`src/design/asym_fifo_pkg.sv`:
```
package asym_fifo_pkg;

  // default port widths and narrow-side address width
  // 32-bit write, 8-bit read, 32 narrow units of storage
  parameter int DEF_W_DATA_W = 32;
  parameter int DEF_R_DATA_W = 8;
  parameter int DEF_ADDR_W = 5;

  // wider of the two port widths
  function automatic int asym_max(input int a, input int b);
    if (a > b) begin
      return a;
    end
    return b;
  endfunction

  // narrower of the two port widths, the unit of level counting
  function automatic int asym_min(input int a, input int b);
    if (a < b) begin
      return a;
    end
    return b;
  endfunction

  // number of address bits that pick a bank
  // ratio is assumed to be a power of two
  function automatic int asym_ratio_log2(input int a, input int b);
    int ratio;
    ratio = asym_max(a, b) / asym_min(a, b);
    return $clog2(ratio);
  endfunction

endpackage

```
`src/design/fifo_pointers.sv`:
```
`timescale 1ns/1ps

module fifo_pointers
  import asym_fifo_pkg::*;
#(
  parameter int W_DATA_W = DEF_W_DATA_W,
  parameter int R_DATA_W = DEF_R_DATA_W,
  parameter int ADDR_W = DEF_ADDR_W
) (
  input  logic clk_i,
  input  logic rst_n_i,
  input  logic w_en_i,
  input  logic r_en_i,
  output logic wr_go_o,
  output logic rd_go_o,
  output logic [((W_DATA_W >= R_DATA_W) ?
                 (ADDR_W - asym_ratio_log2(W_DATA_W, R_DATA_W)) : ADDR_W)-1:0] wr_addr_o,
  output logic [((R_DATA_W >= W_DATA_W) ?
                 (ADDR_W - asym_ratio_log2(W_DATA_W, R_DATA_W)) : ADDR_W)-1:0] rd_addr_o,
  output logic w_full_o,
  output logic r_empty_o,
  output logic [ADDR_W:0] level_o
);

  localparam int MAXDATA_W = asym_max(W_DATA_W, R_DATA_W);
  localparam int MINDATA_W = asym_min(W_DATA_W, R_DATA_W);
  localparam int MINADDR_W = ADDR_W - asym_ratio_log2(W_DATA_W, R_DATA_W);
  localparam int W_ADDR_W = (W_DATA_W == MAXDATA_W) ? MINADDR_W : ADDR_W;
  localparam int R_ADDR_W = (R_DATA_W == MAXDATA_W) ? MINADDR_W : ADDR_W;

  // narrow units moved by one access on each port
  localparam logic [ADDR_W:0] W_STEP = (ADDR_W + 1)'(W_DATA_W / MINDATA_W);
  localparam logic [ADDR_W:0] R_STEP = (ADDR_W + 1)'(R_DATA_W / MINDATA_W);
  // total capacity in narrow units
  localparam logic [ADDR_W:0] DEPTH = (ADDR_W + 1)'(1) << ADDR_W;

  logic [W_ADDR_W-1:0] wr_ptr_q;
  logic [R_ADDR_W-1:0] rd_ptr_q;
  logic [ADDR_W:0] level_q;
  logic [ADDR_W:0] level_d;
  logic [ADDR_W:0] free_space;
  logic full;
  logic empty;
  logic wr_go;
  logic rd_go;

  // flags come straight from the registered level
  assign free_space = DEPTH - level_q;
  assign full = (free_space < W_STEP);
  assign empty = (level_q < R_STEP);

  // requests against a flag are dropped here and nowhere else
  assign wr_go = w_en_i & ~full;
  assign rd_go = r_en_i & ~empty;

  // level update, both ports may move in the same cycle
  always_comb begin
    level_d = level_q;
    if (wr_go) begin
      level_d = level_d + W_STEP;
    end
    if (rd_go) begin
      level_d = level_d - R_STEP;
    end
  end

  always_ff @(posedge clk_i) begin
    if (!rst_n_i) begin
      level_q <= '0;
    end else begin
      level_q <= level_d;
    end
  end

  // write pointer counts write words, wraps over the memory
  always_ff @(posedge clk_i) begin
    if (!rst_n_i) begin
      wr_ptr_q <= '0;
    end else if (wr_go) begin
      wr_ptr_q <= wr_ptr_q + 1'b1;
    end
  end

  // read pointer counts read words
  always_ff @(posedge clk_i) begin
    if (!rst_n_i) begin
      rd_ptr_q <= '0;
    end else if (rd_go) begin
      rd_ptr_q <= rd_ptr_q + 1'b1;
    end
  end

  assign wr_go_o = wr_go;
  assign rd_go_o = rd_go;
  assign wr_addr_o = wr_ptr_q;
  assign rd_addr_o = rd_ptr_q;
  assign w_full_o = full;
  assign r_empty_o = empty;
  assign level_o = level_q;

endmodule

```
`src/design/asym_converter.sv`:
```
`timescale 1ns/1ps

module asym_converter
  import asym_fifo_pkg::*;
#(
  parameter int W_DATA_W = DEF_W_DATA_W,
  parameter int R_DATA_W = DEF_R_DATA_W,
  parameter int ADDR_W = DEF_ADDR_W
) (
  input  logic clk_i,
  input  logic rst_n_i,
  // write side, already gated by the pointer logic
  input  logic w_en_i,
  input  logic [((W_DATA_W >= R_DATA_W) ?
                 (ADDR_W - asym_ratio_log2(W_DATA_W, R_DATA_W)) : ADDR_W)-1:0] w_addr_i,
  input  logic [W_DATA_W-1:0] w_data_i,
  // read side
  input  logic r_en_i,
  input  logic [((R_DATA_W >= W_DATA_W) ?
                 (ADDR_W - asym_ratio_log2(W_DATA_W, R_DATA_W)) : ADDR_W)-1:0] r_addr_i,
  // banked memory port
  output logic [asym_max(W_DATA_W, R_DATA_W)/asym_min(W_DATA_W, R_DATA_W)-1:0] ext_mem_w_en_o,
  output logic [ADDR_W-asym_ratio_log2(W_DATA_W, R_DATA_W)-1:0] ext_mem_w_addr_o,
  output logic [asym_max(W_DATA_W, R_DATA_W)-1:0] ext_mem_w_data_o,
  output logic [asym_max(W_DATA_W, R_DATA_W)/asym_min(W_DATA_W, R_DATA_W)-1:0] ext_mem_r_en_o,
  output logic [ADDR_W-asym_ratio_log2(W_DATA_W, R_DATA_W)-1:0] ext_mem_r_addr_o,
  input  logic [asym_max(W_DATA_W, R_DATA_W)-1:0] ext_mem_r_data_i,
  output logic [R_DATA_W-1:0] r_data_o
);

  localparam int MAXDATA_W = asym_max(W_DATA_W, R_DATA_W);
  localparam int MINDATA_W = asym_min(W_DATA_W, R_DATA_W);
  localparam int R = MAXDATA_W / MINDATA_W;
  localparam int RATIO_LOG2 = asym_ratio_log2(W_DATA_W, R_DATA_W);
  localparam int MINADDR_W = ADDR_W - RATIO_LOG2;
  localparam int W_ADDR_W = (W_DATA_W == MAXDATA_W) ? MINADDR_W : ADDR_W;
  localparam int R_ADDR_W = (R_DATA_W == MAXDATA_W) ? MINADDR_W : ADDR_W;

  logic r_valid_q;
  logic [MAXDATA_W-1:0] r_data_q;
  logic [MAXDATA_W-1:0] r_data_int;

  // memory output is fresh only the cycle after a read
  always_ff @(posedge clk_i) begin
    if (!rst_n_i) begin
      r_valid_q <= 1'b0;
    end else begin
      r_valid_q <= r_en_i;
    end
  end

  // keep the last word so r_data_o holds between pops
  always_ff @(posedge clk_i) begin
    if (!rst_n_i) begin
      r_data_q <= '0;
    end else if (r_valid_q) begin
      r_data_q <= ext_mem_r_data_i;
    end
  end

  assign r_data_int = r_valid_q ? ext_mem_r_data_i : r_data_q;

  if (W_DATA_W > R_DATA_W) begin : g_write_wider
    logic [RATIO_LOG2-1:0] r_lsbs_q;
    logic [MAXDATA_W-1:0] r_shifted;

    // whole wide word goes into all banks at once
    assign ext_mem_w_en_o = {R{w_en_i}};
    assign ext_mem_w_addr_o = w_addr_i;
    assign ext_mem_w_data_o = w_data_i;

    // low read address bits pick the bank
    assign ext_mem_r_en_o = {{(R - 1){1'b0}}, r_en_i} << r_addr_i[RATIO_LOG2-1:0];
    assign ext_mem_r_addr_o = r_addr_i[R_ADDR_W-1:RATIO_LOG2];

    // bank select of the pop, used one cycle later for the output slice
    always_ff @(posedge clk_i) begin
      if (!rst_n_i) begin
        r_lsbs_q <= '0;
      end else if (r_en_i) begin
        r_lsbs_q <= r_addr_i[RATIO_LOG2-1:0];
      end
    end

    assign r_shifted = r_data_int >> (r_lsbs_q * R_DATA_W);
    assign r_data_o = r_shifted[R_DATA_W-1:0];

  end else if (W_DATA_W < R_DATA_W) begin : g_read_wider
    // narrow write lands in its own bank, lsb part first
    assign ext_mem_w_en_o = {{(R - 1){1'b0}}, w_en_i} << w_addr_i[RATIO_LOG2-1:0];
    assign ext_mem_w_addr_o = w_addr_i[W_ADDR_W-1:RATIO_LOG2];
    assign ext_mem_w_data_o = {{(R_DATA_W - W_DATA_W){1'b0}}, w_data_i}
                              << (w_addr_i[RATIO_LOG2-1:0] * W_DATA_W);

    // wide read takes every bank
    assign ext_mem_r_en_o = {R{r_en_i}};
    assign ext_mem_r_addr_o = r_addr_i;
    assign r_data_o = r_data_int;

  end else begin : g_same_width
    // single bank, no conversion
    assign ext_mem_w_en_o = {R{w_en_i}};
    assign ext_mem_w_addr_o = w_addr_i;
    assign ext_mem_w_data_o = w_data_i;

    assign ext_mem_r_en_o = {R{r_en_i}};
    assign ext_mem_r_addr_o = r_addr_i;
    assign r_data_o = r_data_int;
  end

endmodule

```
`src/design/banked_ram.sv`:
```
`timescale 1ns/1ps

module banked_ram
  import asym_fifo_pkg::*;
#(
  parameter int W_DATA_W = DEF_W_DATA_W,
  parameter int R_DATA_W = DEF_R_DATA_W,
  parameter int ADDR_W = DEF_ADDR_W
) (
  input  logic clk_i,
  input  logic [asym_max(W_DATA_W, R_DATA_W)/asym_min(W_DATA_W, R_DATA_W)-1:0] ext_mem_w_en_i,
  input  logic [ADDR_W-asym_ratio_log2(W_DATA_W, R_DATA_W)-1:0] ext_mem_w_addr_i,
  input  logic [asym_max(W_DATA_W, R_DATA_W)-1:0] ext_mem_w_data_i,
  input  logic [asym_max(W_DATA_W, R_DATA_W)/asym_min(W_DATA_W, R_DATA_W)-1:0] ext_mem_r_en_i,
  input  logic [ADDR_W-asym_ratio_log2(W_DATA_W, R_DATA_W)-1:0] ext_mem_r_addr_i,
  output logic [asym_max(W_DATA_W, R_DATA_W)-1:0] ext_mem_r_data_o
);

  localparam int MAXDATA_W = asym_max(W_DATA_W, R_DATA_W);
  localparam int MINDATA_W = asym_min(W_DATA_W, R_DATA_W);
  localparam int R = MAXDATA_W / MINDATA_W;
  localparam int MINADDR_W = ADDR_W - asym_ratio_log2(W_DATA_W, R_DATA_W);
  localparam int DEPTH = 1 << MINADDR_W;

  // one narrow array per bank, bank 0 holds the lsb part
  for (genvar i = 0; i < R; i++) begin : g_bank
    logic [MINDATA_W-1:0] mem [DEPTH];
    logic [MINDATA_W-1:0] rd_q;

    always_ff @(posedge clk_i) begin
      if (ext_mem_w_en_i[i]) begin
        mem[ext_mem_w_addr_i] <= ext_mem_w_data_i[i*MINDATA_W +: MINDATA_W];
      end
    end

    // read register only moves when this bank is read
    always_ff @(posedge clk_i) begin
      if (ext_mem_r_en_i[i]) begin
        rd_q <= mem[ext_mem_r_addr_i];
      end
    end

    assign ext_mem_r_data_o[i*MINDATA_W +: MINDATA_W] = rd_q;
  end

endmodule

```
`src/design/asym_fifo.sv`:
```
`timescale 1ns/1ps

module asym_fifo
  import asym_fifo_pkg::*;
#(
  parameter int W_DATA_W = DEF_W_DATA_W,
  parameter int R_DATA_W = DEF_R_DATA_W,
  parameter int ADDR_W = DEF_ADDR_W
) (
  input  logic clk_i,
  input  logic rst_n_i,
  input  logic w_en_i,
  input  logic [W_DATA_W-1:0] w_data_i,
  output logic w_full_o,
  input  logic r_en_i,
  output logic [R_DATA_W-1:0] r_data_o,
  output logic r_empty_o,
  output logic [ADDR_W:0] level_o
);

  localparam int MAXDATA_W = asym_max(W_DATA_W, R_DATA_W);
  localparam int MINDATA_W = asym_min(W_DATA_W, R_DATA_W);
  localparam int R = MAXDATA_W / MINDATA_W;
  localparam int MINADDR_W = ADDR_W - asym_ratio_log2(W_DATA_W, R_DATA_W);
  localparam int W_ADDR_W = (W_DATA_W == MAXDATA_W) ? MINADDR_W : ADDR_W;
  localparam int R_ADDR_W = (R_DATA_W == MAXDATA_W) ? MINADDR_W : ADDR_W;

  // pointers to converter
  logic wr_go;
  logic rd_go;
  logic [W_ADDR_W-1:0] wr_addr;
  logic [R_ADDR_W-1:0] rd_addr;

  // converter to memory
  logic [R-1:0] mem_w_en;
  logic [MINADDR_W-1:0] mem_w_addr;
  logic [MAXDATA_W-1:0] mem_w_data;
  logic [R-1:0] mem_r_en;
  logic [MINADDR_W-1:0] mem_r_addr;
  logic [MAXDATA_W-1:0] mem_r_data;

  fifo_pointers #(
    .W_DATA_W(W_DATA_W),
    .R_DATA_W(R_DATA_W),
    .ADDR_W  (ADDR_W)
  ) i_pointers (
    .clk_i    (clk_i),
    .rst_n_i  (rst_n_i),
    .w_en_i   (w_en_i),
    .r_en_i   (r_en_i),
    .wr_go_o  (wr_go),
    .rd_go_o  (rd_go),
    .wr_addr_o(wr_addr),
    .rd_addr_o(rd_addr),
    .w_full_o (w_full_o),
    .r_empty_o(r_empty_o),
    .level_o  (level_o)
  );

  asym_converter #(
    .W_DATA_W(W_DATA_W),
    .R_DATA_W(R_DATA_W),
    .ADDR_W  (ADDR_W)
  ) i_converter (
    .clk_i           (clk_i),
    .rst_n_i         (rst_n_i),
    .w_en_i          (wr_go),
    .w_addr_i        (wr_addr),
    .w_data_i        (w_data_i),
    .r_en_i          (rd_go),
    .r_addr_i        (rd_addr),
    .ext_mem_w_en_o  (mem_w_en),
    .ext_mem_w_addr_o(mem_w_addr),
    .ext_mem_w_data_o(mem_w_data),
    .ext_mem_r_en_o  (mem_r_en),
    .ext_mem_r_addr_o(mem_r_addr),
    .ext_mem_r_data_i(mem_r_data),
    .r_data_o        (r_data_o)
  );

  banked_ram #(
    .W_DATA_W(W_DATA_W),
    .R_DATA_W(R_DATA_W),
    .ADDR_W  (ADDR_W)
  ) i_ram (
    .clk_i           (clk_i),
    .ext_mem_w_en_i  (mem_w_en),
    .ext_mem_w_addr_i(mem_w_addr),
    .ext_mem_w_data_i(mem_w_data),
    .ext_mem_r_en_i  (mem_r_en),
    .ext_mem_r_addr_i(mem_r_addr),
    .ext_mem_r_data_o(mem_r_data)
  );

endmodule

```
`config.mk`:
```
export PLATFORM = sky130hd
export DESIGN_NAME = asym_fifo
export DESIGN_NICKNAME = d
export VERILOG_FILES = /design/src/design/asym_fifo_pkg.sv /design/src/design/fifo_pointers.sv /design/src/design/asym_converter.sv /design/src/design/banked_ram.sv /design/src/design/asym_fifo.sv
export SDC_FILE = /design/constraint.sdc
export NUM_CORES = 1
export LEC_CHECK = 0
export ABC_CLOCK_PERIOD_IN_PS = 10800
export BUFFER_PORTS_ARGS = -buffer_cell sky130_fd_sc_hd__buf_2
export CAP_MARGIN = 25
export CORE_ASPECT_RATIO = 1.75
export CORE_MARGIN = 3
export CORE_UTILIZATION = 55
export CTS_CLUSTER_DIAMETER = 50
export DETAILED_ROUTE_END_ITERATION = 8
export PLACE_DENSITY = 0.72
export SYNTH_ARGS = -nofsm -noshare
export SYNTH_HDL_FRONTEND = slang
export SYNTH_SLANG_ARGS = --single-unit
```
`constraint.sdc`:
```
create_clock -name clk_i -period 10.8 [get_ports clk_i]
set_input_delay 1.08 -clock clk_i [delete_from_list [all_inputs] [get_ports clk_i]]
set_output_delay 1.08 -clock clk_i [all_outputs]
set_load 0.1 [all_outputs]
```
Word level (Yosys, flattened, before mapping) --
Memories as Yosys holds them, arrays and structs flattened. A register that Yosys moved wholly into a read port is not among the register bits. Index checks and enable logic that the tools add are counted.
Operators by class: add/subtract/negate cells 5, $mul 0, divide/modulo/power cells 0, order comparisons 2, equal/unequal tests 0, shift operators 2, multiplexer cells 5, bitwise gates (word level) 4, reduce and logical (&&, ||, !) cells 0
Operator list (count):
- 2-to-1 mux 32 bit | 1
- >> shifter 32 x 5 -> 8 bit | 1
- 2-to-1 mux 6 bit | 2
- adder 6 x 3 -> 6 bit, second input constant | 1
- less-than comparator 6 x 1 -> 1 bit, second input constant | 1
- less-than comparator 6 x 3 -> 1 bit, second input constant | 1
- subtractor 6 x 1 -> 6 bit, second input constant | 1
- subtractor 6 bit, first input constant | 1
- adder 5 x 1 -> 5 bit, second input constant | 1
- left shift 1 x 2 -> 4 bit | 1
- adder 3 x 1 -> 3 bit, second input constant | 1
- AND 1 bit | 2
- 2-to-1 mux 1 bit | 2
- NOT 1 bit | 2
Storage, ports and cells: register bits after elaboration 49, latch bits 0, memory bits (writable) 256, ROM bits 0, input bits 36, memories kept 4
Memories:
- i_ram.g_bank[0].mem | words 8, bits a word 8, rd ports 1, clocked after Yosys merged registers in 1, write ports 1, RTL line banked_ram.sv:27 | logic [MINDATA_W-1:0] mem [DEPTH];
- i_ram.g_bank[1].mem | words 8, bits a word 8, rd ports 1, clocked after Yosys merged registers in 1, write ports 1, RTL line banked_ram.sv:27
- i_ram.g_bank[2].mem | words 8, bits a word 8, rd ports 1, clocked after Yosys merged registers in 1, write ports 1, RTL line banked_ram.sv:27
- i_ram.g_bank[3].mem | words 8, bits a word 8, rd ports 1, clocked after Yosys merged registers in 1, write ports 1, RTL line banked_ram.sv:27

Logic depth before layout (Yosys ltp) --
Gate-level depths: netlist of the first run.
depth in word-level cells 7, mapped depth 10, depth with buffers taken out 8

Cells and area by module --
Synthesis of the first run repeated with hierarchy kept, for this count alone.
Second synthesis, totals: cell total of the unflattened synthesis 730, area, all modules 13917.1 sq um
By module, submodules not included:
- banked_ram | times used 1, cells an instance 449, area each 10916.7 sq um, seq. area each 8648.3 sq um
- asym_converter | times used 1, cells an instance 186, area each 2145.8 sq um, seq. area each 700.7 sq um
- fifo_pointers | times used 1, cells an instance 95, area each 854.6 sq um, seq. area each 280.3 sq um

Least setup slack after synthesis of the first run --
Ideal clock, no wire load.
path kind reg2reg, start point register i_pointers.level_q[2], in the netlist i_pointers.level_o[2], end point memory i_ram.g_bank[0].mem[4][0] (netlist name) (enable), arrival time 5.620 ns, required time 10.287 ns, path slack 4.666 ns, stages on the path, launching flop included 8, path buffers 1, cells stage by stage dfxtp_1 buf_2 inv_1 ha_1 nor4bb_1 a31oi_1 o21ai_2 nor4b_1
Between the ends: word-level cells in the longest chain between the ends 6
Ends and longest elaborated chain:
- start: declaration | RTL line fifo_pointers.sv:39 | logic [ADDR_W:0] level_q;
- start signal: assignment | RTL line fifo_pointers.sv:71 | level_q <= level_d;
- subtractor 6 bit | RTL line fifo_pointers.sv:48 | assign free_space = DEPTH - level_q;
- less-than comparator 6 x 3 -> 1 bit | RTL line fifo_pointers.sv:49 | assign full = (free_space < W_STEP);
- NOT 1 bit | RTL line fifo_pointers.sv:53 | assign wr_go = w_en_i & ~full;
- AND 1 bit | RTL line fifo_pointers.sv:53
- 2-to-1 mux 1 bit | RTL line banked_ram.sv:31 | if (ext_mem_w_en_i[i]) begin
- 2-to-1 mux 1 bit (implied by the code) | RTL line banked_ram.sv:32 | mem[ext_mem_w_addr_i] <= ext_mem_w_data_i[i*MINDATA_W +: MINDATA_W];
- end: declaration | RTL line banked_ram.sv:27
Every way passes these cells.

Worst setup path after layout of the first run --
start point register i_converter.r_valid_q, end point output port r_data_o[4]
Between the ends: word-level cells in the longest chain between the ends 2
Ends and longest elaborated chain:
- start: declaration | RTL line asym_converter.sv:39 | logic r_valid_q;
- start signal: assignment | RTL line asym_converter.sv:48 | r_valid_q <= r_en_i;
- 2-to-1 mux 32 bit | RTL line asym_converter.sv:61 | assign r_data_int = r_valid_q ? ext_mem_r_data_i : r_data_q;
- >> shifter 32 x 5 -> 8 bit | RTL line asym_converter.sv:85 | assign r_shifted = r_data_int >> (r_lsbs_q * R_DATA_W);
- end: declaration | RTL line asym_fifo.sv:16 | output logic [R_DATA_W-1:0] r_data_o,
Every way passes these cells.

==> results.cfg, run 1 <==
[run_status]
status = complete, no violations

[synthesis]
syn-num-nets = 726
async_reset_ff_frac = 0
synth.area.top_cells = edfxtp_1, mux4_2, dfxtp_1
synth-main-ff-cell = edfxtp_1
synth_top_area_share = 0.664
ys_seq_elements = 337
synth_edf_count = 288
synth_largest_area_cell = edfxtp_1
synth.most_common_cell = edfxtp_1
mappedNetlistArea_um2 = 13000
syn_area_per_cell_um2 = 19.0
synth_warnings = 0
synthCells = 685
yosysSeqAreaShare = 0.740
synth.distinct_cells = 53
synth_commonest_cells = edfxtp_1, mux4_2, nor2_1, dfxtp_1

[placement]
hpwl_mm = 14.3
place_congestion = 0.804
port_buffers = 51

[min_path]
hold_class = reg2reg

[timing]
finalSetupViolCount = 0
slew_violations = 0
final_hold_viol_count = 0
finClkSkew_ns = 0.00777
rsz0062_at_grt = no
tightest_slew_ns = 0.966
fin_crit_sh = 0.358
max_freq_mhz = 259
fin_setup_tns_ns = 0
slew-limit-headroom = 0.356
fin_crit_ns = 3.87

[critical_path]
critPathArrivalTime_ns = 2.79
cp_max_fo = 32
cp-end-kind = primary output
crit_chain = mux2i_1, and2_1, a211oi_1, a31o_2, buf_2
cp_slowest_stage_delay_ns = 0.96
critical_path.top_delay_family = flip-flops
criticalPathCategory = reg2out
cp.required_ns = 9.72
start_kind = flip-flop
rrSetupSlack_ns = 7.72
slowest_stage = dfxtp_2
crit_buf_inv = 1

[pwr]
peakVddDrop_uv = 145
pwr_density_cell_nw_per_um2 = 232
power.leakage_uw = 0.00480

[detailed_routing]
drt-total-wl_mm = 24.2
route.detailed.drc = 0
ant_nets = 0
drtPass1Iterations = 4
vias_per_cell = 5.83
drt_iter0_drc = 447
drt-wirelength-per-cell_um = 22.6
vias = 6246

[floorplan]
fp.dieW_um = 122
die_h_um = 209
pin_count = 52
die-area_um2 = 25600
start_util = 0.565
core_um2 = 23000
rows = 73

[global_route]
grt_max_degree = 66
grt_overflow = 0
grt_pass1_wl_mm = 38.0
antenna_found_initial = 2
grt_pass1_vias = 6631
grtUsageTotal = 0.198

[clock_tree]
cts_tree = yes
cts_resized = 0
clk_pin_slew_worst_paths_ns = 0.06
ctsHoldBuffers = 0
clk_latency_ns = 0.56
clkSinkCount = 337
cts_buffer_depth = 3
htreeDepth = 1
numCtsBuffers = 31
post_cts_buffers = 0
clockRootBuffer = clkbuf_16

[final_layout]
area_growth_syn_to_layout_pct = 12.8
final_nets = 786
drive_above_1_share = 0.308
utilization = 0.638

[run]
max_cap_violations = 0
logic make-up after synthesis:
family / after synthesis / synth area share
muxes: 128 / 0.163
AOI/OAI and AO/OA: 36 / 0.0215
adders and majority gates: 5 / 0.00481
buffers and inverters: 47 / 0.0174
and+or+nand+nor: 118 / 0.0434
DFF: 337 / 0.740
xor gates and xnor gates: 14 / 0.0100
registers in the layout, summed over array words and instances, names as in the netlist:
name,flops
i_ram.g_bank.mem,256
i_converter.r_data_q,32
i_ram.g_bank.rd_q,32
i_pointers.level_o,6
i_pointers.rd_addr_o,5
i_pointers.wr_addr_o,3
i_converter.g_write_wider.r_lsbs_q,2
i_converter.r_valid_q,1
cell usage in the layout (no fill, tap or decap), types with 5 or more instances in the layout:
cell | Yosys | routed
clkinv_1 | 0 | 7
clkbuf_16 | 0 | 31
nand2_1 | 32 | 32
mux2_2 | 32 | 32
a211oi_1 | 9 | 9
buf_2 | 11 | 52
clkbuf_1 | 18 | 5
xor2_1 | 5 | 5
and2_1 | 9 | 9
edfxtp_1 | 288 | 288
mux4_2 | 64 | 64
ha_1 | 5 | 5
inv_1 | 8 | 8
a31o_2 | 8 | 8
xnor2_1 | 8 | 8
bufinv_16 | 0 | 5
a21oi_1 | 5 | 5
dfxtp_1 | 49 | 46
mux2i_1 | 32 | 32
nor2_1 | 51 | 50
buf_4 | 3 | 12
final cells by class:
class / count / area [um2]
clock buffer: 36 / 795
antenna: 2 / 5.00
multi-input combinational: 301 / 3210
sequential: 337 / 9640
tap: 300 / 375
timing repair buffer: 65 / 378
fill: 1607 / 8330
inverter: 9 / 36.3
clock inverter: 22 / 253
stage by stage:
stage / total power (uW) / std cells / hold WS, ns / instance area [um2] / setup WS, ns
3_5_place_dp: 2330 / 1011 / 0.472 / 13600 / 7.55
2_1_floorplan: 2180 / 685 / 0.449 / 13000 / 4.67
4_1_cts: 3440 / 1069 / 0.487 / 14700 / 6.92
5_1_grt: 3540 / 1072 / 0.533 / 14700 / 6.79
3_3_place_gp: 2300 / 1010 / 0.467 / 13600 / 7.63
6_report: 3400 / 1072 / 0.486 / 14700 / 6.93
worst reg2reg max path, cell delays in order (launching register included):
cell and delay [ns]:
dfxtp_1 0.56, inv_1 0.15, ha_1 0.27, nor4bb_1 0.14, a31oi_1 0.32, o21ai_2 0.25, inv_4 0.15, nand2_4 0.10
nor3b_4 0.21, buf_4 0.49
final timing paths:
kind | cells past startpoint | startpoint | to
worst max-delay path | 5 | i_converter.r_valid_q$_SDFF_PN0_ | r_data_o[4]
worst min-delay path | 2 | i_converter.r_data_q[22]$_SDFF_PN0_ | i_converter.r_data_q[22]$_SDFF_PN0_
worst max register to register | 9 | i_pointers.level_o[2]$_SDFF_PN0_ | i_ram.g_bank[3].mem[5][2]$_DFFE_PP_
worst min register to register | 2 | i_converter.r_data_q[22]$_SDFF_PN0_ | i_converter.r_data_q[22]$_SDFF_PN0_
power by group:
| group | leakage, uW | switching, uW | internal (uW) |
|---|---|---|---|
| combinational | 0.00128 | 463 | 202 |
| clock | 0.000501 | 453 | 648 |
| sequential | 0.00302 | 85.4 | 1550 |
layer usage:
layer	track usage	up-vias	share of wire
met3	0.0243	31	0.039
met2	0.347	126	0.54
met5	0	-	0
li1	-	2816	-
met1	0.258	3273	0.40
met4	0.0634	0	0.021
(Power assumes the default switching activity.)
==> run 2: changes to the inputs <==
- ABC_CLOCK_PERIOD_IN_PS: 10800 -> 3900
- clock period: 10.8 -> 3.9 ns (I/O delays scaled with it)
==> run 2 against run 1 <==
Register-to-register slack got worse by 6.9 ns. Critical path depth unchanged. Clock power increased to 2.9 times the previous value. Via count increased by 1.2%. Sequential power increased to 2.8 times the previous value. First-iteration DRC count increased by 23%. Combinational power increased to 2.9 times the previous value. Die area unchanged. Non-clock buffer count increased by 2. Clock-buffer cell count decreased by 2. Worst setup slack got worse by 6.1 ns. Clock skew decreased by 0.0015 ns. Critical path type unchanged.
==> results.cfg, run 2 (synthesized netlist as in run 1, its figures left out) <==
[run_status]
status = complete, no violations

[min_path]
hp-start = w_data_i[15]
hold_path_depth = 1
hold_class = in2reg
whs_endpoint = i_ram.g_bank[1].mem[2][7]$_DFFE_PP_

[clock_tree]
ctsHoldBuffers = 0
clk_pin_slew_worst_paths_ns = 0.06
cts_resized = 0
cts_buffer_depth = 3
htreeDepth = 1
clk_latency_ns = 0.54
post_cts_buffers = 0
clockRootBuffer = clkbuf_16
cts_tree = yes
clkSinkCount = 337
numCtsBuffers = 30

[placement]
place_congestion = 0.854
port_buffers = 51
hpwl_mm = 15.4

[global_route]
grt_overflow = 0
grt_pass1_wl_mm = 39.4
antenna_found_initial = 2
grt_pass1_vias = 6877
grt_max_degree = 50
grtUsageTotal = 0.204

[critical_path]
critPathArrivalTime_ns = 2.72
cp.required_ns = 3.51
r2r_end = i_ram.g_bank[0].mem[3][7]$_DFFE_PP_
rrSetupSlack_ns = 0.79
worstReg2RegStart = i_pointers.level_o[2]$_SDFF_PN0_
start_kind = flip-flop
rr_worst_depth = 9
cp-end-kind = primary output
criticalPathCategory = reg2out
cp_max_fo = 20

[pwr]
peakVddDrop_uv = 365
total_power_uw = 9670
power.leakage_uw = 0.00483
pwr_density_cell_nw_per_um2 = 654

[final_layout]
biggestRegsByFlops = i_ram.g_bank.mem: 256 flops, i_converter.r_data_q: 32 flops, i_ram.g_bank.rd_q: 32 flops
area_growth_syn_to_layout_pct = 13.7
fillCellCount = 1571
layout_common_cells = edfxtp_1, mux4_2, buf_2
drive_above_1_share = 0.314
final_nets = 787
mostFrequentLayoutCell = edfxtp_1
largest_register = i_ram.g_bank.mem
largest_reg_flops = 256

[timing]
tightest_slew_ns = 0.826
final_hold_viol_count = 0
slew_violations = 0
fin_crit_sh = 0.798
rsz0062_at_grt = no
finalSetupViolCount = 0
finClkSkew_ns = 0.00623
slew-limit-headroom = 0.449
max_freq_mhz = 321
fin_setup_tns_ns = 0
fin_crit_ns = 3.11

[floorplan]
rows = 73
pin_count = 52
start_util = 0.565
core_um2 = 23000
die_h_um = 209
fp.dieW_um = 122
die-area_um2 = 25600

[detailed_routing]
vias_per_cell = 5.90
drtPass1Iterations = 5
route.detailed.drc = 0
drt-wirelength-per-cell_um = 23.2
drt-total-wl_mm = 24.8
vias = 6320
drt_iter0_drc = 548
ant_nets = 0

[run]
max_cap_violations = 0
## run 2: stage by stage
stage,hold WS [ns],setup WS (ns),area [um2],cells,util
detailed placement,0.486,0.849,13700,1014,0.595
floorplan,0.449,-0.267,13100,685,-
global placement,0.469,1.02,13700,1014,0.595
global route,0.0995,0.614,14800,1071,0.643
CTS,0.0880,0.787,14800,1070,0.643
finish,0.112,0.789,14800,1071,0.643
## run 2: critical path, stage by stage (launching register included)
cell and delay [ns]:
dfxtp_2 0.72, buf_4 0.36, mux2i_1 0.44, nand2_1 0.10, a31o_2 0.26, buf_2 0.29
## run 2: routing by layer
layer,routed length [um],global-route usage,vias to the layer above
li1,-,-,2817
met1,9400,0.253,3246
met2,13300,0.358,191
met3,1060,0.0278,64
met4,1040,0.0831,2
met5,13,0,-
## run 2: area by class of cell
class                   count  area, um2  share of cell area
flip-flops and latches    337       9640               0.651
repair buffers             67        388              0.0262
multi-input cells         301       3250               0.220
well taps                 300        375              0.0254
clock inverters            22        315              0.0213
clock buffers              34        787              0.0532
diodes                      1       2.50            0.000169
inverters                   9       36.3             0.00245
## run 2: power breakdown
| part | internal (uW) | total (uW) | switching (uW) | leakage (uW) |
|---|---|---|---|---|
| registers | 4290 | 4520 | 229 | 0.00302 |
| clock network | 1980 | 3220 | 1240 | 0.000527 |
| logic | 571 | 1930 | 1350 | 0.00129 |
## run 2: worst max-delay path by stage
stage / startpoint / to / depth (start not counted) / slack [ns]
2_1_floorplan: i_pointers.level_o[2]$_SDFF_PN0_ / i_ram.g_bank[0].mem[1][0]$_DFFE_PP_ / 9 / -0.27
3_3_place_gp: i_pointers.level_o[0]$_SDFFE_PN0P_ / i_ram.g_bank[2].mem[3][6]$_DFFE_PP_ / 9 / 1.02
3_5_place_dp: i_pointers.level_o[2]$_SDFF_PN0_ / i_ram.g_bank[1].mem[3][1]$_DFFE_PP_ / 9 / 0.85
4_1_cts: i_converter.r_valid_q$_SDFF_PN0_ / r_data_o[4] / 5 / 0.79
5_1_grt: i_pointers.level_o[2]$_SDFF_PN0_ / i_ram.g_bank[0].mem[3][7]$_DFFE_PP_ / 9 / 0.61
6_report: i_converter.r_valid_q$_SDFF_PN0_ / r_data_o[1] / 5 / 0.79
==> run 3: changes to the inputs <==
- ABC_CLOCK_PERIOD_IN_PS: 3900 -> 3000
- clock period: 3.9 -> 3 ns (I/O delays scaled with it)
==> run 3 against run 2 <==
First-iteration DRC count down 21%. Clock-buffer cell count up 4. Critical endpoint is now r_data_o[0]. Final area up 0.29%. Final cell count up 0.28%. Combinational power up 36%.
==> results.cfg, run 3 (synthesized netlist as in run 1, its figures left out) <==
[detailed_routing]
route.detailed.drc = 0
drt-wirelength-per-cell_um = 23.0
ant_nets = 0
vias_per_cell = 5.82
drtPass1Iterations = 4
drt_iter0_drc = 435
drt-total-wl_mm = 24.7
vias = 6250

[timing]
max_freq_mhz = 369
slew_violations = 0
fin_crit_sh = 0.903
fin_crit_ns = 2.71
finClkSkew_ns = 0.00840
fin_hold_ws_ns = 0.0277
tightest_slew_ns = 0.654
rsz0062_at_grt = no
final_hold_viol_count = 0
slew-limit-headroom = 0.564
finalSetupViolCount = 0

[placement]
port_buffers = 51
dpl_cell_area_um2 = 13800
place_congestion = 0.847
hpwl_mm = 15.4
placed_cells = 1017

[floorplan]
die-area_um2 = 25600
pin_count = 52
die_h_um = 209
start_util = 0.565
fp.dieW_um = 122
core_um2 = 23000
rows = 73

[final_layout]
final_nets = 792
fin_cells = 1074
final_area_um2 = 14800
largest_register = i_ram.g_bank.mem
biggestRegsByFlops = i_ram.g_bank.mem: 256 flops, i_converter.r_data_q: 32 flops, i_ram.g_bank.rd_q: 32 flops
largest_reg_flops = 256
mostFrequentLayoutCell = edfxtp_1
antennaDiodeCount = 0
drive_above_1_share = 0.323
layout_common_cells = edfxtp_1, mux4_2, buf_2
area_growth_syn_to_layout_pct = 14.0

[pwr]
power.leakage_uw = 0.00482
total_power_uw = 12200
peakVddDrop_uv = 473
pwr_density_cell_nw_per_um2 = 820

[global_route]
grt_overflow = 0
grtUsageTotal = 0.201
grt_max_degree = 50
antenna_found_initial = 0
grt_pass1_vias = 6822
grt_pass1_wl_mm = 38.9

[critical_path]
cp.required_ns = 2.70
start_kind = flip-flop
criticalPathCategory = reg2out
cp_max_fo = 19
cp-end-kind = primary output
critPathArrivalTime_ns = 2.41

[clock_tree]
clockRootBuffer = clkbuf_16
htreeDepth = 1
clk_pin_slew_worst_paths_ns = 0.07
clkSinkCount = 337
cts_tree = yes
post_cts_buffers = 0
clk_latency_ns = 0.55
numCtsBuffers = 30
cts_buffer_depth = 3

[run_status]
status = complete, no violations

[run]
max_cap_violations = 0

[min_path]
hold_class = in2reg
==> run 3: changes by cell type in the layout (fill, tap and decap cells not counted), moves of 2 or more <==
cell / delta
clkbuf_1: +4
buf_4: -2
bufinv_16: -6
buf_12: +5
clkinv_1: +2
ha_1: -2
dfxtp_4: +5
dfxtp_1: -6
==> run 3: final cells by class <==
class                   count  area, um2
flip-flops and latches    337       9660
fillers                  1577       8180
multi-input cells         301       3310
clock buffers              38        802
repair buffers             72        510
well taps                 300        375
clock inverters            17        145
inverters                   9       38.8
==> run 3: metrics by stage <==
| stage | TNS (ns) | setup slack, ns | util |
|---|---|---|---|
| final | 0 | 0.290 | 0.644 |
| after global placement | 0 | 0.394 | 0.602 |
| after global routing | 0 | 0.0371 | 0.644 |
| after floorplan | -2.93 | -0.0760 | - |
| after detailed placement | 0 | 0.198 | 0.602 |
| after CTS | 0 | 0.192 | 0.643 |
==> run 3: worst paths after layout <==
check                                                      from                                   to  slack [ns]  depth (start not counted)
max          i_converter.g_write_wider.r_lsbs_q[1]$_SDFFE_PN0P_                          r_data_o[0]        0.29                          4
min                                                 w_data_i[8]  i_ram.g_bank[1].mem[4][0]$_DFFE_PP_        0.03                          1
max reg2reg                    i_pointers.level_o[3]$_SDFF_PN0_  i_ram.g_bank[2].mem[5][1]$_DFFE_PP_        0.48                          9
min reg2reg                 i_converter.r_data_q[21]$_SDFF_PN0_  i_converter.r_data_q[21]$_SDFF_PN0_        0.48                          2
==> run 3: power breakdown <==
group | leakage (uW) | total (uW) | internal (uW) | switching (uW)
combinational | 0.00134 | 2630 | 832 | 1800
clock | 0.000452 | 3660 | 2060 | 1590
sequential | 0.00302 | 5870 | 5600 | 275
==> run 3: routing by layer <==
layer  wire [um]  share of wire  track usage  up-vias
met5           0              0            0        -
met4         716          0.029       0.0677        0
met3        1020          0.041       0.0288       41
met2       13500           0.55        0.352      148
met1        9450           0.38        0.257     3233
li1            -              -            -     2828
==> run 3: critical path: stages (launching register included) <==
cell and delay, ns:
dfxtp_1 0.63, inv_1 0.35, a211oi_1 0.30, a31o_2 0.15
buf_2 0.43
==> run 3: repair_timing <==
action / CTS / global route
hold buffers: 1 / 0
gates resized for setup: 0 / 0
endpoints found under the hold margin: 8 / 0
